$ cat config.mk
export PLATFORM = sky130hd
export DESIGN_NAME = cache_ctrl_fsm
export DESIGN_NICKNAME = d
export VERILOG_FILES = /design/src/cache_pkg.sv /design/src/mem_bus_pkg.sv /design/src/cache_ctrl_fsm.sv
export VERILOG_INCLUDE_DIRS = /design/src
export SDC_FILE = /design/constraint.sdc
export NUM_CORES = 1
export LEC_CHECK = 0
export BUFFER_PORTS_ARGS = -buffer_cell sky130_fd_sc_hd__buf_2
export CAP_MARGIN = 15
export CORE_AREA = 2 2 350 352
export CTS_CLUSTER_DIAMETER = 50
export DETAILED_ROUTE_END_ITERATION = 8
export DIE_AREA = 0 0 352 354
export MAX_ROUTING_LAYER = met4
export PLACE_DENSITY = 0.3
export SETUP_SLACK_MARGIN = 0.2
export SYNTH_ARGS = -nofsm -noshare
export SYNTH_HDL_FRONTEND = slang
export SYNTH_SLANG_ARGS = --single-unit
$ cat constraint.sdc
create_clock -name clk -period 0.9 [get_ports clk]
set_input_delay 0.045 -clock clk [delete_from_list [all_inputs] [get_ports clk]]
set_output_delay 0.045 -clock clk [all_outputs]
set_load 0.05 [all_outputs]
$ cat src/cache_macros.svh
`ifndef CACHE_MACROS_SVH
`define CACHE_MACROS_SVH

// cache geometry, all sizes as log2 except the way count

// words per line
`define LINE_ADDR_LEN 3

// number of sets
`define SET_ADDR_LEN 3

// tag bits kept per line
`define TAG_ADDR_LEN 10

// ways per set
`define WAY_CNT 4

// data word width and byte offset bits
`define WORD_W 32
`define BYTE_ADDR_LEN 2

`endif

$ cat src/cache_pkg.sv
`include "cache_macros.svh"

package cache_pkg;

    // address bits above the tag, not used by the cache
    localparam int UNUSED_ADDR_LEN =
        32 - `TAG_ADDR_LEN - `SET_ADDR_LEN - `LINE_ADDR_LEN - `BYTE_ADDR_LEN;

    // cpu byte address split into cache fields, msb first
    typedef struct packed {
        logic [UNUSED_ADDR_LEN-1:0] unused;
        logic [`TAG_ADDR_LEN-1:0]   tag;
        logic [`SET_ADDR_LEN-1:0]   set_idx;
        logic [`LINE_ADDR_LEN-1:0]  word;
        logic [`BYTE_ADDR_LEN-1:0]  offset;
    } cache_addr_t;

    // store width
    typedef enum logic [1:0] {
        ST_BYTE,
        ST_HALF,
        ST_WORD
    } store_kind_e;

    // request levels, held by the cpu until finish
    typedef struct packed {
        logic                rd;
        logic                wr;
        store_kind_e         kind;
        logic [31:0]         addr;
        logic [`WORD_W-1:0]  wdata;
    } cpu_req_t;

    typedef struct packed {
        logic               finish;
        logic               miss;
        logic [`WORD_W-1:0] rdata;
    } cpu_rsp_t;

    // controller states
    typedef enum logic [1:0] {
        ST_READY,
        ST_WRITEBACK,
        ST_REFILL
    } ctrl_state_e;

    typedef logic [$clog2(`WAY_CNT)-1:0] way_idx_t;

endpackage

$ cat src/mem_bus_pkg.sv
`include "cache_macros.svh"

package mem_bus_pkg;

    // whole cache line, word 0 sits in the top bits
    typedef logic [0:(1 << `LINE_ADDR_LEN)-1][`WORD_W-1:0] line_t;

    // rd and wr are levels, held until done
    typedef struct packed {
        logic        rd;
        logic        wr;
        // line aligned byte address
        logic [31:0] addr;
        line_t       wdata;
    } mem_req_t;

    // done pulses for one cycle, rdata valid with it
    typedef struct packed {
        logic  done;
        line_t rdata;
    } mem_rsp_t;

endpackage

$ cat src/cache_ctrl_fsm.sv
`timescale 1ns/1ps

module cache_ctrl_fsm
    import cache_pkg::*;
    import mem_bus_pkg::*;
(
    input  logic        clk,
    input  logic        rst,
    input  cpu_req_t    cpu_req_i,
    input  logic        hit_i,
    input  logic        victim_dirty_i,
    input  logic [31:0] wb_addr_i,
    input  line_t       wb_line_i,
    input  mem_rsp_t    mem_rsp_i,
    output logic        store_en_o,
    output logic        fill_en_o,
    output logic        advance_o,
    output logic        cpu_finish_o,
    output mem_req_t    mem_req_o
);

    ctrl_state_e state_q;
    logic        finish_q;
    logic        req_present;
    logic        hit_ready;
    cache_addr_t fill_addr;

    assign req_present = cpu_req_i.rd || cpu_req_i.wr;

    // pending request that hits, finish not yet given
    assign hit_ready = (state_q == ST_READY) && req_present && !finish_q && hit_i;

    always_ff @(posedge clk)
    begin
        if (rst)
        begin
            state_q  <= ST_READY;
            finish_q <= 1'b0;
        end
        else
        begin
            // one cycle pulse, drops even if the request is still held
            finish_q <= hit_ready;
            case (state_q)
                ST_READY:
                begin
                    // miss: dirty victim goes out before the refill
                    if (req_present && !finish_q && !hit_i)
                    begin
                        if (victim_dirty_i)
                        begin
                            state_q <= ST_WRITEBACK;
                        end
                        else
                        begin
                            state_q <= ST_REFILL;
                        end
                    end
                end
                ST_WRITEBACK:
                begin
                    if (mem_rsp_i.done)
                    begin
                        state_q <= ST_REFILL;
                    end
                end
                ST_REFILL:
                begin
                    // line lands this cycle, request hits afterwards
                    if (mem_rsp_i.done)
                    begin
                        state_q <= ST_READY;
                    end
                end
                default:
                begin
                    state_q <= ST_READY;
                end
            endcase
        end
    end

    assign store_en_o   = hit_ready && cpu_req_i.wr;
    assign fill_en_o    = (state_q == ST_REFILL) && mem_rsp_i.done;
    // round robin steps once per refill
    assign advance_o    = fill_en_o;
    assign cpu_finish_o = finish_q;

    always_comb
    begin
        // refill address is the request with line bits cleared
        fill_addr        = cpu_req_i.addr;
        fill_addr.word   = '0;
        fill_addr.offset = '0;
        mem_req_o.rd     = (state_q == ST_REFILL);
        mem_req_o.wr     = (state_q == ST_WRITEBACK);
        mem_req_o.wdata  = wb_line_i;
        if (state_q == ST_REFILL)
        begin
            mem_req_o.addr = fill_addr;
        end
        else if (state_q == ST_WRITEBACK)
        begin
            mem_req_o.addr = wb_addr_i;
        end
        else
        begin
            mem_req_o.addr = '0;
        end
    end

    // memory never sees read and write at once
    a_rd_wr_excl: assert property (@(posedge clk) disable iff (rst)
        !(mem_req_o.rd && mem_req_o.wr));

endmodule

=== Word level (Yosys, flattened, before mapping) ===
Cells that the tools add are included.

* Memories: 0
* Input bits: 617
* Bits in registers: 3
* Latch bits: 0
* Logic and storage cells: 26
* Memory bits (writable): 0
* ROM bits: 0
* Output and inout port bits: 294

* Magnitude comparators: 0
* Equal/unequal tests: 5
* Divide/modulo/power cells: 0
* Mux-type cells: 7
* Multiply operators: 0
* Reduce and logical (&&, ||, !) cells: 12
* Bitwise logic cells: 0
* Shifts and indexed selects: 0
* Add/subtract/negate cells: 0

{| class="wikitable"
|+ Operators by type and width
! cell !! number
|-
| $mux 32 || 2
|-
| $mux 2 || 4
|-
| $logic_and 1x1->1 || 7
|-
| $pmux 2 s3 || 1
|-
| $ne 2x2->1 const B || 2
|-
| $reduce_and 3->1 || 1
|-
| $eq 2x1->1 const B || 1
|-
| $eq 2x2->1 const B || 1
|-
| $logic_not 1->1 || 2
|-
| $logic_not 2->1 || 1
|-
| $ne 2x1->1 const B || 1
|-
| $logic_or 1x1->1 || 1
|}

=== Depth between registers and ports, before layout ===
Gate-level depths: netlist of the first run.

* Depth in word-level cells: 5
* Depth in mapped cells: 4
* Depth with buffers taken out: 3

=== Worst setup path before layout of the first run ===
OpenSTA, ideal clock, no wires.

* Path kind: flip-flop to output port
* Start point: register state_q[0]
* End point: output port fill_en_o
* Cell stages (with the launch flop): 5
* Path buffers: 2
* Required time: 855 ps
* Data arrival time: 1632 ps
* Setup slack: -777 ps
* Cells stage by stage: dfxtp_1 and2b_1 buf_2 and2_1 buf_4

{| class="wikitable"
|+ RTL lines
! element !! RTL line !! RTL
|-
| start: declaration || cache_ctrl_fsm.sv:22 || <nowiki>ctrl_state_e state_q;</nowiki>
|-
| start signal: assignment || cache_ctrl_fsm.sv:37 || <nowiki>state_q <= ST_READY;</nowiki>
|-
| start signal: assignment || cache_ctrl_fsm.sv:52 || <nowiki>state_q <= ST_WRITEBACK;</nowiki>
|-
| start signal: assignment || cache_ctrl_fsm.sv:56 || <nowiki>state_q <= ST_REFILL;</nowiki>
|-
| end: declaration || cache_ctrl_fsm.sv:16 || <nowiki>output logic fill_en_o,</nowiki>
|}

==> results.py, run 1 <==
metrics = {
    "clock_network": {
        "cts_inserted_buffers": 3,
        "cts_root_buffer": "clkbuf_16",
        "cts_buffer_depth": 2,
        "path_clk_slew_ps": 30,
        "clock_latency_ps": 230,
        "ctsHoldBuffers": 0,
        "cts_tree": "done",
        "cts-htree-levels": 1,
        "clock-sinks": 3,
    },
    "power_and_ir_drop": {
        "clkPwrFrac_pct": 29.6,
        "intPower_mw": 1.472,
        "power_mw": 2.414,
        "seqPwrFrac_pct": 6.3,
        "switchingPower_mw": 0.9429,
        "comb_power_share_pct": 64.1,
        "vdd_drop_max_mv": 0.4507,
        "p_sw_share_pct": 39.05,
        "power_density_nw_per_um2": 602.1,
        "cellLeakagePower_nw": 1.038,
    },
    "finish": {
        "fillCellCount": 14362,
        "drive_gt1_share_pct": 95.91,
        "fin_area_um2": 4010,
        "nets": 789,
        "fin_cells": 1799,
        "final_util_pct": 3.316,
        "area_growth_pct": 65.89,
    },
    "route": {
        "wl_per_cell_um": 18.56,
        "via_per_inst": 0.8449,
        "firstDrtPassIters": 4,
        "drt_wl_total_mm": 33.40,
        "num_vias": 1520,
        "drt_iter0_drc": 21,
        "ant_nets": 0,
        "drc": 0,
    },
    "yosys": {
        "yosys_warnings": 0,
        "synth_fa_ha_area_share_pct": 0,
        "synth_compound_area_share_pct": 10.87,
        "ys_ff_latch": 3,
        "synth_nets": 930,
        "synth_simple_gate_area_share_pct": 3.675,
        "synth.distinct_cells": 17,
        "synth_top_family_by_area": "buffers and inverters",
        "synth_seq_area_share_pct": 2.484,
        "synth.cell_area_um2": 2417,
        "synth_xor_area_share_pct": 0,
        "synth.mux.area_fraction_pct": 0.4141,
        "avgSynthCellArea_um2": 7.723,
        "postSynthCellCount": 313,
    },
    "placement": {
        "io_buffer_count": 103,
        "place_inst": 1786,
        "dpl_cell_area_um2": 3364,
        "place_congestion": 0.6710,
        "pre_cts_ws_ps": -335.4,
    },
    "global_route": {
        "grt.overflow.total": 0,
        "grt_use_met2_pct": 7.835,
        "met3_usage_pct": 9.954,
        "grt_use_met1_pct": 1.355,
        "grt_pass1_wl_mm": 36.05,
        "track_usage_pct": 5.277,
        "grt_pass1_vias": 1637,
        "antenna_found_initial": 4,
        "busiest_layer": "met3",
        "grt_max_degree": 31,
    },
    "outcome": {
        "status": "complete, but fails checks",
        "violations": "negative setup slack",
    },
    "floorplan": {
        "die-area_um2": 124600,
        "io_pins": 911,
        "die_w_um": 352,
        "start_util_pct": 1.999,
        "coreArea_um2": 120900,
        "core.rowCount": 128,
        "die_h_um": 354,
    },
    "min_path": {
        "hold_class": "in2reg",
    },
    "flow_run": {
        "cap_violations": 0,
    },
    "timing": {
        "hold_viol_final": 0,
        "finalCriticalPeriod_ps": 1427,
        "worst_slack_ps": -527.2,
        "maxSlewViolCount": 0,
        "fin_crit_sh_pct": 158.6,
        "finalSetupTns_ps": -18480,
        "fmax_mhz": 700.7,
        "fin_skew_ps": 0.5401,
        "slew_headroom_pct": 86.04,
        "holdWs_ps": 57.91,
        "setup_viol": 39,
        "tightest_slew_ps": 207.9,
        "rsz0062_at_grt": "yes",
    },
    "setup_path": {
        "endpoint_kind": "output pin",
        "ff2ff_setup_slack_ps": -200,
        "path_class": "reg2out",
        "cp-start-kind": "register",
        "crit_required_ps": 850,
        "arrival_ps": 1380,
        "worstPathMaxFanout": 8,
    },
}
layout make-up:
class / count / area (um2) / area share (%)
inverters: 1 / 3.754 / 0.09360
clock buffers: 4 / 78.83 / 1.966
flip-flops and latches: 3 / 68.82 / 1.716
multi-input cells: 45 / 660.6 / 16.47
diodes: 3 / 7.507 / 0.1872
repair buffers: 118 / 1157 / 28.86
well taps: 1625 / 2033 / 50.70
Yosys cell counts:
| cell type | number | share of area, % |
|---|---|---|
| and4b_1 | 1 | 0.41 |
| and2_1 | 6 | 1.6 |
| buf_6 | 4 | 1.9 |
| nor2_1 | 3 | 0.47 |
| nor4_1 | 1 | 0.26 |
| o2bb2ai_1 | 1 | 0.36 |
| buf_2 | 2 | 0.41 |
| inv_1 | 1 | 0.16 |
| a32o_1 | 1 | 0.41 |
| nor2b_1 | 1 | 0.26 |
| o21bai_1 | 1 | 0.31 |
| buf_4 | 258 | 80 |
| dfxtp_1 | 3 | 2.5 |
| mux2i_1 | 1 | 0.41 |
| and2b_1 | 1 | 0.31 |
| nor4bb_1 | 1 | 0.41 |
| a22o_1 | 27 | 9.8 |
worst max-delay path: stages (launching register included):
cell       delay [ps]
dfxtp_2           310
nor2b_4           130
buf_12            130
clkbuf_16         170
a22o_4            260
buf_8             150
kinds of logic after synthesis:
family                 Yosys count
AO/OA/AOI/OAI                   30
buffers and inverters          265
flip-flops                       3
multiplexers                     1
AND/OR/NAND/NOR                 14
what timing repair did:
action	in CTS	in global routing
gates cloned	1	3
buffers inserted	0	2
endpoints found under the setup margin	41	41
gates resized for setup	88	29
pin swaps	4	6
worst paths after layout:
check | start | to | cells past startpoint
setup / recovery | state_q[0] | mem_req_o[274] | 5
hold / removal | rst | cpu_finish_o | 2
setup reg to reg | state_q[0] | state_q[0] | 4
hold reg to reg | cpu_finish_o | cpu_finish_o | 2
cells in the final DEF, fill, tap and decap left out, types with 3 or more instances in the layout:
cell type  count
buf_2         65
buf_12        12
buf_8         26
a22o_4        25
diode_2        3
buf_4          3
buf_6          9
clkbuf_16      5
and2_4         6
layer usage:
metal | vias up | share of wire (%)
met3 | 154 | 41
li1 | 464 | -
met2 | 381 | 44
met1 | 521 | 9.4
met5 | - | 0
met4 | 0 | 5.8
state kept, by name, indices dropped and copies added, names as in the netlist:
| register | count |
|---|---|
| state_q | 2 |
| cpu_finish_o | 1 |
power groups by stage:
stage | Sequential, mW | Clock, mW | Combinational [mW]
2_1_floorplan | 0.164 | 0 | 3.78
3_3_place_gp | 0.153 | 0 | 1.18
3_5_place_dp | 0.153 | 0 | 1.18
4_1_cts | 0.152 | 0.724 | 1.41
5_1_grt | 0.153 | 0.739 | 1.62
6_report | 0.152 | 0.716 | 1.55
No activity file was read; power rests on OpenSTA's default activity.
==> run 2: changes to the inputs <==
--- a/config.mk
+++ b/config.mk
@@ -8,10 +8,11 @@
 export LEC_CHECK = 0
 export BUFFER_PORTS_ARGS = -buffer_cell sky130_fd_sc_hd__buf_2
 export CAP_MARGIN = 15
-export CORE_AREA = 2 2 350 352
+export CORE_AREA = 2 2 360 362
+export CTS_BUF_LIST = sky130_fd_sc_hd__clkbuf_4 sky130_fd_sc_hd__clkbuf_8 sky130_fd_sc_hd__clkbuf_16
 export CTS_CLUSTER_DIAMETER = 50
 export DETAILED_ROUTE_END_ITERATION = 8
-export DIE_AREA = 0 0 352 354
+export DIE_AREA = 0 0 362 364
 export MAX_ROUTING_LAYER = met4
 export PLACE_DENSITY = 0.3
 export SETUP_SLACK_MARGIN = 0.2
==> constraint.sdc (replaced) <==
create_clock -name clk -period 1.65 [get_ports clk]
set_input_delay 0.0825 -clock clk [delete_from_list [all_inputs] [get_ports clk]]
set_output_delay 0.0825 -clock clk [all_outputs]
set_load 0.05 [all_outputs]
==> run 2 against run 1 <==
The run now ends clean. Core utilization down 0.48 points. Flip-flop and latch count unchanged. Clock-buffer cell count unchanged. Routed wire length up 4.5%. Worst hold slack better by 42 ps. Combinational power down 56%. Design area down 9.3%. Register-to-register slack better by 690 ps. Sequential share of layout area about the same. Power down 51%. Clock power down 43%. Critical path type unchanged.
==> results.py, run 2 (synthesis gave the netlist of run 1 again) <==
metrics = {
    "flow_run": {
        "cap_violations": 0,
    },
    "clock_network": {
        "cts_root_buffer": "clkbuf_16",
        "cts-htree-levels": 1,
        "clock_latency_ps": 230,
        "path_clk_slew_ps": 30,
        "cts_buffer_depth": 2,
        "cts_tree": "done",
        "clock-sinks": 3,
        "cts_inserted_buffers": 3,
    },
    "global_route": {
        "grt.overflow.total": 0,
        "grt_max_degree": 18,
        "grt_pass1_vias": 1576,
        "track_usage_pct": 5.141,
        "grt_pass1_wl_mm": 37.47,
        "antenna_found_initial": 2,
    },
    "route": {
        "ant_nets": 0,
        "via_per_inst": 0.7864,
        "wl_per_cell_um": 18.91,
        "num_vias": 1451,
        "drc": 0,
        "met2_length_mm": 15.39,
        "firstDrtPassIters": 3,
        "drt_wl_total_mm": 34.89,
        "met3_length_mm": 15.15,
        "dr.max_layer_used": "met4",
        "wl_met1_mm": 2.048,
        "drt_iter0_drc": 10,
    },
    "placement": {
        "place_inst": 1832,
        "dpl_cell_area_um2": 3168,
        "dp_hpwl_mm": 32.88,
        "place_congestion": 0.5848,
        "io_buffer_count": 103,
        "pre_cts_ws_ps": 154.1,
    },
    "timing": {
        "hold_viol_final": 0,
        "fin_skew_ps": 0.5383,
        "finalCriticalPeriod_ps": 1554,
        "holdWs_ps": 100.0,
        "tightest_slew_ps": 422.1,
        "fin_crit_sh_pct": 94.20,
        "fmax_mhz": 643.4,
        "rsz0062_at_grt": "yes",
        "slew_headroom_pct": 71.60,
        "finalSetupTns_ps": 0,
        "setup_viol": 0,
        "maxSlewViolCount": 0,
        "worst_slack_ps": 95.70,
    },
    "floorplan": {
        "die-area_um2": 131800,
        "coreArea_um2": 128300,
        "core.rowCount": 132,
        "io_pins": 911,
        "die_w_um": 362,
        "die_h_um": 364,
        "start_util_pct": 1.884,
    },
    "finish": {
        "final_util_pct": 2.834,
        "drive_gt1_share_pct": 77.51,
        "nets": 787,
        "largest_reg_flops": 2,
        "area_growth_pct": 50.47,
        "regMostFlops": "state_q",
        "mostFrequentLayoutCells": "buf_2, buf_6, a22o_1",
        "fin_cells": 1845,
        "layout_commonest_cell": "buf_2",
        "fin_area_um2": 3637,
    },
    "power_and_ir_drop": {
        "cellLeakagePower_nw": 0.8346,
        "vdd_drop_max_mv": 0.5722,
        "power_density_nw_per_um2": 324.0,
        "power_mw": 1.179,
    },
    "setup_path": {
        "crit_required_ps": 1570,
        "cp-start-kind": "register",
        "path_class": "reg2out",
        "arrival_ps": 1470,
        "endpoint_kind": "output pin",
        "worstPathMaxFanout": 7,
    },
    "outcome": {
        "status": "finished clean",
    },
    "min_path": {
        "hold_class": "in2reg",
    },
}
-- run 2: cell count changes in the layout (fill, tap and decap cells not counted), moves of 3 or more --
cell	change
a22o_1	+25
a22o_4	-23
buf_12	-3
buf_2	+3
buf_6	+19
buf_8	-22
-- run 2: power breakdown --
part	internal [mW]	leakage, nW	total [mW]	switching [mW]
clock	0.336	0.0416	0.408	0.0725
sequential	0.0789	0.0254	0.0839	0.00502
combinational	0.296	0.768	0.686	0.391
-- run 2: timing repair --
| action | CTS | global route |
|---|---|---|
| pin swaps | 4 | 8 |
| setup endpoints to repair | 35 | 35 |
| resized for setup | 65 | 16 |
| gates cloned | 2 | 0 |
| hold buffers | 0 | 0 |
| setup buffers | 6 | 0 |
-- run 2: cell type report --
cell class,instances,area (um2)
diodes,1,2.502
flip-flops and latches,3,62.56
repair buffers,116,988.4
well taps,1675,2096
fillers,15271,124700
clock buffers,4,82.58
inverters,1,3.754
multi-input cells,45,401.6
-- run 2: critical path, cell delays in order (launching register included) --
cell and delay [ps]:
dfxtp_2 320, and2b_4 200, buf_12 140, buf_12 140, a22o_4 250, buf_6 160
-- run 2: worst paths after layout --
path                startpoint              to  slack [ps]  depth (start not counted)
setup / recovery    state_q[0]  mem_req_o[281]         100                          5
hold / removal             rst    cpu_finish_o         100                          2
setup reg to reg    state_q[0]      state_q[1]         490                          5
hold reg to reg   cpu_finish_o    cpu_finish_o         590                          2
-- run 2: layer usage --
metal  global-route usage [%]  up-vias
met1                   0.7424      473
met2                    8.087      349
met3                    9.913      174
met5                        -        -
li1                         -      455
met4                    2.933        0
