### src/cache_macros.svh
`ifndef CACHE_MACROS_SVH
`define CACHE_MACROS_SVH

// cache geometry, all sizes as log2 except the way count

// words per line
`define LINE_ADDR_LEN 3

// number of sets
`define SET_ADDR_LEN 3

// tag bits kept per line
`define TAG_ADDR_LEN 10

// ways per set
`define WAY_CNT 4

// data word width and byte offset bits
`define WORD_W 32
`define BYTE_ADDR_LEN 2

`endif

### src/cache_pkg.sv
`include "cache_macros.svh"

package cache_pkg;

    // address bits above the tag, not used by the cache
    localparam int UNUSED_ADDR_LEN =
        32 - `TAG_ADDR_LEN - `SET_ADDR_LEN - `LINE_ADDR_LEN - `BYTE_ADDR_LEN;

    // cpu byte address split into cache fields, msb first
    typedef struct packed {
        logic [UNUSED_ADDR_LEN-1:0] unused;
        logic [`TAG_ADDR_LEN-1:0]   tag;
        logic [`SET_ADDR_LEN-1:0]   set_idx;
        logic [`LINE_ADDR_LEN-1:0]  word;
        logic [`BYTE_ADDR_LEN-1:0]  offset;
    } cache_addr_t;

    // store width
    typedef enum logic [1:0] {
        ST_BYTE,
        ST_HALF,
        ST_WORD
    } store_kind_e;

    // request levels, held by the cpu until finish
    typedef struct packed {
        logic                rd;
        logic                wr;
        store_kind_e         kind;
        logic [31:0]         addr;
        logic [`WORD_W-1:0]  wdata;
    } cpu_req_t;

    typedef struct packed {
        logic               finish;
        logic               miss;
        logic [`WORD_W-1:0] rdata;
    } cpu_rsp_t;

    // controller states
    typedef enum logic [1:0] {
        ST_READY,
        ST_WRITEBACK,
        ST_REFILL
    } ctrl_state_e;

    typedef logic [$clog2(`WAY_CNT)-1:0] way_idx_t;

endpackage

### src/replace_ctr.sv
`timescale 1ns/1ps

`include "cache_macros.svh"

module replace_ctr
    import cache_pkg::*;
(
    input  logic                     clk,
    input  logic                     rst,
    input  logic [`SET_ADDR_LEN-1:0] set_i,
    input  logic                     advance_i,
    output way_idx_t                 victim_way_o
);

    localparam int SET_CNT = 1 << `SET_ADDR_LEN;

    // next way to replace, one per set
    way_idx_t ctr_q [SET_CNT];

    always_ff @(posedge clk)
    begin
        if (rst)
        begin
            for (int s = 0; s < SET_CNT; s++)
            begin
                ctr_q[s] <= '0;
            end
        end
        else if (advance_i)
        begin
            // wrap explicitly, way count need not be a power of two
            if (ctr_q[set_i] == way_idx_t'(`WAY_CNT - 1))
            begin
                ctr_q[set_i] <= '0;
            end
            else
            begin
                ctr_q[set_i] <= ctr_q[set_i] + 1'b1;
            end
        end
    end

    // ways fill in order, so fifo equals round robin
    assign victim_way_o = ctr_q[set_i];

endmodule

### config.mk
export PLATFORM = sky130hd
export DESIGN_NAME = replace_ctr
export DESIGN_NICKNAME = d
export VERILOG_FILES = /design/src/cache_pkg.sv /design/src/replace_ctr.sv
export VERILOG_INCLUDE_DIRS = /design/src
export SDC_FILE = /design/constraint.sdc
export NUM_CORES = 1
export LEC_CHECK = 0
export ABC_AREA = 1
export BUFFER_PORTS_ARGS = -buffer_cell sky130_fd_sc_hd__buf_2
export CORE_AREA = 3 3 68 64
export CTS_BUF_LIST = sky130_fd_sc_hd__clkbuf_8
export DETAILED_ROUTE_END_ITERATION = 12
export DIE_AREA = 0 0 71 67
export PLACE_DENSITY = 0.33
export SKIP_CTS_REPAIR_TIMING = 1
export SLEW_MARGIN = 10
export SYNTH_ARGS = -nofsm -noshare
export SYNTH_HDL_FRONTEND = slang
export SYNTH_SLANG_ARGS = --single-unit
### constraint.sdc
create_clock -name clk -period 2 [get_ports clk]
set_input_delay 0.2 -clock clk [delete_from_list [all_inputs] [get_ports clk]]
set_output_delay 0.2 -clock clk [all_outputs]
set_load 0.01 [all_outputs]
Word level (Yosys, flattened, before mapping)
Memory sizes are Yosys's and may differ from the RTL's.
Cells that the tools add are included.
{ "totals": {"ff_bits": 0, "ram_bits": 16, "inputBits": 6, "word_cells": 19, "memories": 1} }
{ "mem_list": {"columns": ["name", "words", "word_bits", "read_ports", "rd_ports_with_merged_regs", "write_ports", "line_no", "rtl"], "rows": [
  ["ctr_q", 8, 2, 1, 0, 8, "replace_ctr.sv:18", "way_idx_t ctr_q [SET_CNT];"]
]} }
{ "op_classes": {"addsub": 1, "eq_ne": 1, "muxes": 14, "n_bitwise": 1, "reduce_logical": 1} }
{ "op_table": {"columns": ["op", "n"], "rows": [
  ["1-bit 2-to-1 mux", 11],
  ["2-bit 2-to-1 mux", 2],
  ["3-bit 2-to-1 mux", 1],
  ["2-bit by 1-bit adder with 2-bit output, second input constant", 1],
  ["2-bit equality test, second input constant", 1],
  ["2-bit OR reduction", 1],
  ["1-bit bitwise OR", 1]
]} }

Depth between registers and ports, before layout
Gate-level depths: netlist (run 1).
An unclocked memory read counts as a cell.
{ "depth": {"depth_word": 9, "ltp_mapped": 10, "ltp_nobuf": 10} }

Least setup slack after synthesis (run 1)
Ideal clock, no wire load.
{ "synth_path": {"kind": "in2reg", "from": "input port set_i[1]", "to": "memory ctr_q[0][1] (netlist bit) (data pin)", "setup_ns": 0.143, "arrival_time_ns": 1.540, "path_slack_ns": 0.318, "stages": 9, "n_path_buf": 1, "path_cell_list": "buf_4 -> nand3_1 -> o22ai_1 -> nor2_1 -> nand3_1 -> ha_1 -> nor3_1 -> nand2_1 -> nor2_1"} }
{ "synth_lines": {"columns": ["element", "line_no", "rtl"], "rows": [
  ["from (decl)", "replace_ctr.sv:10", "input logic [`SET_ADDR_LEN-1:0] set_i,"],
  ["to (decl)", "replace_ctr.sv:18", null]
]} }

==> run_results.csv, run 1 <==
group,metric,value,unit
run_status,run_status,"complete, no violations",
sta,worstMarginPinSlew,0.327,ns
worst_setup_path,rrSetupSlack,0.19,ns
placed_design,dpl.cell_count,151,
power,p_total,0.742,mW
detailed_routing,first_iter_violations,31,
sta,hold_viol,0,
detailed_routing,wl,2030,um
sta,fin_crit,1.81,ns
detailed_routing,drc,0,
global_routing,grt_pass1_wl,3430,um
detailed_routing,wl_per_cell,13.2,um
die,start_util,22.9,%
placed_design,post_dp_cell_area,981,sq um
worst_setup_path,reg2reg_from,"ctr_q[4][0]",
logic_synthesis,synth.area.mux_share,0,%
die,die_h,67,um
logic_synthesis,synth_area,841,sq um
placed_design,gp_congestion,0.754,
clock_tree,cts_made_buffers,3,
clock_tree,clock_path_buffers,2,
logic_synthesis,synth_seq_cells,16,
worst_setup_path,criticalPathCategory,"register to register",
logic_synthesis,synth-compound-area-share,5.51,%
sta,timing.setup.tns,0,ns
placed_design,dp_hpwl,1530,um
die,row_count,21,
clock_tree,cts_tree,"built",
hold_path,holdPathEnd,"ctr_q[5][1]",
worst_setup_path,crit_fanout,8,
global_routing,antenna_found_initial,0,
sta,relSlewSlack,78.2,%
sta,rsz0062_at_grt,"no",
layout,drive_gt1_share,25.0,%
layout,num-nets-final,117,
die,num_io_pins,8,
logic_synthesis,synth.distinct_cells,15,
logic_synthesis,yosysWarnings,0,
detailed_routing,antenna_left,0,
layout,largest_reg_flops,16,
hold_path,holdPathStages,4,
power,ir_worst_vdd,0.238,mV
clock_tree,htreeDepth,1,
sta,setup_violations,0,
logic_synthesis,avgSynthCellArea,9.14,sq um
worst_setup_path,worstPathRequired,2.11,ns
layout,utilization,28.0,%
die,die_x,71,um
worst_setup_path,arrival,1.91,ns
clock_tree,clkLatencyLatePin,0.25,ns
detailed_routing,drt_pass1_iterations,4,
clock_tree,path_clk_slew,0.07,ns
die,core,3680,sq um
worst_setup_path,r2r-end,"ctr_q[6][0]",
layout,syn2layout_area_growth,22.5,%
layout,fin_cells,154,
worst_setup_path,cp-start-kind,"register",
logic_synthesis,synth_xor_area_share,0,%
detailed_routing,routed_via_density,4.44,
detailed_routing,dr_total_vias,684,
global_routing,grt_max_degree,11,
sta,period_share,90.4,%
layout,top_regs,"ctr_q (16)",
global_routing,track_usage,9.52,%
layout,final_area,1030,sq um
run,maxCapViolCount,0,
die,die_area,4760,sq um
sta,skew,0.00273,ns
sta,fmax,553,MHz
power,p_per_area,720,nW/um^2
power,p_leak,0.412,nW
global_routing,grt_pass1_vias,741,
logic_synthesis,synth_nets,99,
logic_synthesis,synth_top_family_by_area,"simple AND/OR/NAND/NOR gates",
worst_setup_path,end_kind,"register",
hold_path,hold_class,"input pin to register",
logic_synthesis,synth_cells,92,
layout,top_register,"ctr_q",
logic_synthesis,synthAdderAreaFrac,1.49,%
worst_setup_path,r2r_cells,10,
sta,drv_slew,0,
global_routing,grt_overflow_total,0,
clock_tree,clock-sinks,16,
logic_synthesis,synth_seq_area_share,57.1,%
logic_synthesis,synth-simple-area-share,29.9,%
clock_tree,cts_root_buffer,"clkbuf_8",
layout,antenna_cells,0,
placed_design,io_buffers,7,
hold_path,min_from,"set_i[0]",
==> cell usage in the layout, fill, tap and decap left out <==
| master | Yosys | layout |
|---|---|---|
| nor2_1 | 19 | 19 |
| edfxtp_1 | 16 | 16 |
| nand3_1 | 12 | 12 |
| nand2_1 | 12 | 11 |
| inv_1 | 8 | 8 |
| o21ai_0 | 8 | 8 |
| buf_4 | 1 | 8 |
| buf_2 | 1 | 7 |
| nand4_1 | 5 | 5 |
| nor2_2 | 3 | 3 |
| clkbuf_8 | 0 | 3 |
| inv_2 | 2 | 2 |
| nand3_2 | 2 | 2 |
| o22ai_1 | 1 | 1 |
| nor3_2 | 0 | 1 |
| nand2_2 | 0 | 1 |
| ha_1 | 1 | 1 |
==> final cells by class <==
class                   instances  area, sq um
inverters                      10         37.5
flip-flops and latches         16          480
clock buffers                   3         41.3
multi-input cells              64          318
well taps                      46         57.6
fillers                       413         2650
repair buffers                 15         95.1
==> metrics by stage <==
stage	hold slack [ns]	worst slack, ns
final	0.451	0.191
after global routing	0.492	0.0138
after CTS	0.453	0.0768
after detailed placement	0.711	-0.0252
after global placement	0.715	-0.0455
after floorplan	0.497	0.318
==> metal layers <==
metal	up-vias	track usage, %	wire (um)
met5	-	0	0
met4	0	2.11	16
met3	2	1.81	74
met2	10	16.3	946
met1	321	12.4	989
li1	351	-	-
==> worst max-delay path by stage <==
stage | from | endpoint | slack [ns]
floorplan | set_i[1] | ctr_q[0][1] | 0.32
global placement | set_i[2] | ctr_q[1][1] | -0.05
detailed placement | set_i[1] | ctr_q[4][1] | -0.03
CTS | ctr_q[5][0] | ctr_q[4][1] | 0.08
global route | ctr_q[6][1] | ctr_q[5][0] | 0.01
finish | ctr_q[4][0] | ctr_q[6][0] | 0.19
==> critical path, stage by stage, from the launching register on <==
cell and delay, ns:
edfxtp_1 0.37, inv_1 0.07, nand2_1 0.05, nand3_1 0.08
nand2_1 0.06, nor2_2 0.11, nand2_1 0.08, ha_1 0.21
nor3_2 0.25, nand3_2 0.24, nor2_1 0.15
==> cell families (layout without fill, tap and decap cells) <==
group / Yosys count / count (layout)
simple gates: 54 / 54
flops: 16 / 16
buf+inv: 12 / 28
compound gates: 9 / 9
fa+ha+maj: 1 / 1
==> Yosys cell counts, drive strengths merged <==
cell type,n,area (sq um)
nor2,22,90.1
edfxtp,16,480
nand3,14,80.1
nand2,12,45.0
inv,10,37.5
o21ai,8,40.0
nand4,5,31.3
buf,2,12.5
ha,1,12.5
nor3,1,5.00
o22ai,1,6.26
==> report_power, final <==
group          total (mW)  switching [mW]  internal [mW]
registers           0.391         0.00526          0.386
logic               0.100          0.0654         0.0347
clock network       0.250           0.117          0.134
total               0.742           0.187          0.554
Power figures use the tool's default switching activity.
==> run 2: changes to the inputs <==
Settings changed: CORE_AREA 3 3 68 64 to 3 3 56 53, DIE_AREA 0 0 71 67 to 0 0 59 56, PLACE_DENSITY 0.33 to unset.
==> run 2 against run 1 <==
Compared with the run above:
- sequential power hardly changed
- non-clock buffer count is 7 lower
- critical path depth stayed put
- design area is 7.2% lower
- register-to-register slack better by 0.06 ns
- critical path type unchanged
==> run_results.csv, run 2 (synthesis gave the netlist of run 1 again) <==
group,metric,value,unit
run_status,run_status,"complete, no violations",
worst_setup_path,cp_common_cell,"nand2_1",
layout,mostFrequentLayoutCells,"19 x nor2_1, 16 x edfxtp_1, 12 x nand3_1, 12 x nand2_1",
power,p_leak,0.379,nW
sta,fmax,571,MHz
detailed_routing,first_iter_violations,29,
die,die_x,59,um
placed_design,dp_hpwl,1210,um
sta,fin_crit,1.75,ns
layout,syn2layout_area_growth,13.7,%
detailed_routing,wl,1690,um
detailed_routing,antenna_left,0,
layout,final_area,956,sq um
worst_setup_path,slowest_delay,0.37,ns
clock_tree,clock-sinks,16,
detailed_routing,wl_per_cell,13.0,um
clock_tree,path_clk_slew,0.06,ns
hold_path,hold_class,"input pin to register",
run,maxCapViolCount,0,
worst_setup_path,arrival,1.85,ns
worst_setup_path,worstPathBufferInverterCount,1,
clock_tree,cts_tree,"built",
detailed_routing,drc,0,
global_routing,grt_pass1_wl,2670,um
die,num_io_pins,8,
worst_setup_path,slowest_stage,"edfxtp_1",
layout,layout_commonest_cell,"nor2_1",
global_routing,track_usage,11.1,%
worst_setup_path,critical_path.cell_chain,"inv_1, nand2_1, nand3_1, nand2_1, nor2_2, nand2_1, ha_1, nor3_2, nand3_2, nor2_1",
die,row_count,17,
die,die_area,3300,sq um
layout,top_register,"ctr_q",
worst_setup_path,end_kind,"register",
detailed_routing,drt_pass1_iterations,4,
power,p_per_area,752,nW/um^2
sta,relSlewSlack,77.6,%
sta,hold_viol,0,
worst_setup_path,crit_family,"simple AND/OR/NAND/NOR gates",
clock_tree,cts_made_buffers,3,
sta,hold-worst-slack,0.434,ns
global_routing,grt_max_degree,13,
global_routing,antenna_found_initial,0,
die,core,2420,sq um
clock_tree,clkLatencyLatePin,0.25,ns
power,ir_worst_vdd,0.473,mV
sta,setup_violations,0,
sta,worstMarginPinSlew,0.335,ns
sta,skew,0.00701,ns
clock_tree,clock_path_buffers,2,
layout,num-nets-final,110,
sta,drv_slew,0,
power,p_total,0.719,mW
sta,period_share,87.5,%
detailed_routing,dr_total_vias,673,
placed_design,io_buffers,7,
clock_tree,htreeDepth,1,
worst_setup_path,crit_fanout,8,
die,die_h,56,um
worst_setup_path,cp-start-kind,"register",
worst_setup_path,worstPathRequired,2.10,ns
clock_tree,cts_root_buffer,"clkbuf_8",
placed_design,post_dp_cell_area,906,sq um
placed_design,gp_congestion,0.882,
sta,timing.setup.tns,0,ns
layout,antenna_cells,0,
worst_setup_path,criticalPathCategory,"register to register",
layout,largest_reg_flops,16,
global_routing,grt_pass1_vias,575,
layout,drive_gt1_share,18.6,%
die,start_util,34.7,%
detailed_routing,routed_via_density,5.18,
sta,rsz0062_at_grt,"no",
global_routing,grt_overflow_total,0,
layout,top_regs,"ctr_q (16)",
-- run 2: cell count changes in the layout (fill, tap and decap cells not counted), sizes merged --
cell and delta:
buf -7, clkinv +1
-- run 2: metrics by stage --
step / setup WS, ns / cells / util (%)
6_report: 0.250 / 130 / 39.4
5_1_grt: 0.0421 / 130 / 39.4
4_1_cts: 0.175 / 130 / 39.2
3_5_place_dp: 0.0494 / 126 / 37.4
3_3_place_gp: 0.0701 / 126 / 37.4
2_1_floorplan: 0.318 / 92 / -
-- run 2: layer usage --
layer	wire (um)	track usage, %	share of wire [%]	vias to the layer above
met5	0	0	0	-
met4	46	7.12	2.7	0
met3	120	2.78	7.1	5
met2	652	12.6	38	25
met1	875	17.6	52	303
li1	-	-	-	340
-- run 2: report_power, final --
part | internal [mW] | switching, mW
clock | 0.136 | 0.106
combinational | 0.0252 | 0.0609
sequential | 0.386 | 0.00476
-- run 2: final cells by class --
class | instances | area [sq um]
multi-input combinational | 64 | 315
clock inverter | 1 | 3.75
fill | 256 | 1470
tap | 28 | 35.0
timing repair buffer | 8 | 42.5
clock buffer | 3 | 41.3
sequential | 16 | 480
inverter | 10 | 37.5
-- run 2: final timing paths --
path / start / to / slack (ns) / cells after the start
max: ctr_q[5][0] / ctr_q[2][0] / 0.25 / 10
max reg2reg: ctr_q[5][0] / ctr_q[2][0] / 0.25 / 10
min: set_i[2] / ctr_q[6][1] / 0.43 / 3
min reg2reg: ctr_q[1][0] / ctr_q[4][0] / 0.87 / 5
-- run 2: worst reg2reg max path, stage by stage (launching register included) --
cell and delay, ns:
edfxtp_1 0.37, inv_1 0.06, nand2_1 0.05, nand3_1 0.08, nand2_1 0.06, nor2_2 0.11
nand2_1 0.09, ha_1 0.21, nor3_2 0.22, nand3_2 0.20, nor2_1 0.15
==> run 3: changes to the inputs <==
Settings changed: BUFFER_PORTS_ARGS -buffer_cell sky130_fd_sc_hd__buf_2 to unset, DONT_BUFFER_PORTS set to 1.
Clock period 2 ns to 1.5 ns, I/O delays scaled along.
==> run 3 against run 2 <==
Compared with the run above:
- the flow now finishes with violations (setup timing)
- fmax is 0.24% higher
- die area is the same
- critical path depth unchanged
- clock power increased by 37%
- global-route usage rose by 0.71 points
- first-iteration DRC count decreased by 69%
- combinational power rose by 96%
- register-to-register slack got worse by 0.50 ns
- critical endpoint unchanged
==> run_results.csv, run 3 (synthesis gave the netlist of run 1 again) <==
group,metric,value,unit
run_status,run_status,"complete, but fails checks",
run_status,violations,"setup timing",
die,start_util,34.7,%
clock_tree,cts_root_buffer,"clkbuf_8",
layout,drive_gt1_share,43.5,%
worst_setup_path,worstPathBufferInverterCount,1,
sta,fin_crit,1.75,ns
layout,layout_commonest_cell,"edfxtp_1",
placed_design,io_buffers,0,
die,die_h,56,um
sta,period_share,116,%
worst_setup_path,arrival,1.86,ns
sta,setup_violations,17,
worst_setup_path,crit_fanout,8,
layout,antenna_cells,0,
power,ir_worst_vdd,0.628,mV
worst_setup_path,cp_common_cell,"nand2_2",
die,num_io_pins,8,
layout,largest_reg_flops,16,
layout,num-nets-final,116,
worst_setup_path,slowest_stage,"edfxtp_1",
clock_tree,htreeDepth,1,
global_routing,grt_pass1_vias,652,
layout,nFillCells,247,
worst_setup_path,worstPathRequired,1.61,ns
sta,hold_viol,0,
sta,rsz0062_at_grt,"yes",
hold_path,hold_class,"input pin to register",
worst_setup_path,end_kind,"register",
layout,syn2layout_area_growth,34.4,%
layout,mostFrequentLayoutCells,"16 x edfxtp_1, 14 x buf_4, 11 x nor2_2",
detailed_routing,first_iter_violations,9,
clock_tree,cts_tree,"built",
detailed_routing,drt_pass1_iterations,4,
worst_setup_path,cp-start-kind,"register",
sta,skew,0.00232,ns
die,core,2420,sq um
die,die_x,59,um
layout,utilization,46.6,%
clock_tree,cts_made_buffers,3,
detailed_routing,routed_via_density,5.13,
sta,drv_slew,0,
placed_design,gp_congestion,0.770,
sta,layout_setup_ws,-0.246,ns
layout,fin_cells,136,
global_routing,track_usage,11.8,%
detailed_routing,wl_per_cell,13.3,um
power,p_per_area,903,nW/um^2
detailed_routing,drc,0,
placed_design,dp_hpwl,1240,um
worst_setup_path,critical_path.cell_chain,"inv_1, nand2_1, nand3_2, nand2_2, nor2_4, nand2_2, ha_4, nor3_4, nand3_4, nor2_2",
layout,top_register,"ctr_q",
power,p_leak,0.435,nW
worst_setup_path,slowest_delay,0.35,ns
clock_tree,path_clk_slew,0.06,ns
clock_tree,clock-sinks,16,
placed_design,dpl.cell_count,130,
worst_setup_path,criticalPathCategory,"register to register",
detailed_routing,wl,1810,um
clock_tree,clock_path_buffers,2,
run,maxCapViolCount,0,
die,row_count,17,
clock_tree,clkLatencyLatePin,0.25,ns
sta,relSlewSlack,77.2,%
die,die_area,3300,sq um
sta,worstMarginPinSlew,0.338,ns
global_routing,grt_overflow_total,0,
global_routing,antenna_found_initial,0,
detailed_routing,dr_total_vias,697,
global_routing,grt_pass1_wl,2930,um
worst_setup_path,crit_family,"simple AND/OR/NAND/NOR gates",
layout,top_regs,"ctr_q (16)",
sta,fmax,573,MHz
global_routing,grt_max_degree,13,
detailed_routing,antenna_left,0,
[run 3: power breakdown]
group	internal [mW]	leakage [nW]	switching [mW]
Combinational	0.0716	0.245	0.0971
Sequential	0.515	0.166	0.00598
Clock	0.182	0.0231	0.150
Total	0.768	0.435	0.253
[run 3: layout make-up]
class	instances	area [sq um]	share of cell area (%)
clock buffer	3	41.3	3.65
inverter	10	37.5	3.32
clock inverter	1	3.75	0.332
timing repair buffer	14	105	9.30
tap	28	35.0	3.10
multi-input combinational	64	427	37.8
sequential	16	480	42.5
[run 3: through the flow]
stage | total power, mW | worst slack (ns) | cell area, sq um | setup TNS, ns | hold WS, ns
global route | 1.07 | -0.377 | 1130 | -5.35 | 0.225
global placement | 0.664 | -0.194 | 987 | -2.28 | 0.421
detailed placement | 0.666 | -0.202 | 987 | -2.63 | 0.428
CTS | 0.994 | -0.225 | 1030 | -3.04 | 0.166
floorplan | 0.619 | -0.0542 | 875 | -0.352 | 0.447
finish | 1.02 | -0.246 | 1130 | -3.26 | 0.196
[run 3: final timing paths]
check	from	end	slack, ns	cells past startpoint
worst max-delay path	ctr_q[4][0]	ctr_q[2][0]	-0.25	10
worst min-delay path	set_i[0]	ctr_q[5][0]	0.20	2
worst max register to register	ctr_q[4][0]	ctr_q[2][0]	-0.25	10
worst min register to register	ctr_q[7][0]	ctr_q[1][0]	0.99	6
[run 3: metal layers]
| layer | wire length, um | GRT usage, % |
|---|---|---|
| met1 | 880 | 16.5 |
| met2 | 782 | 15.6 |
| met3 | 104 | 3.71 |
| met4 | 40 | 6.80 |
| met5 | 0 | 0 |
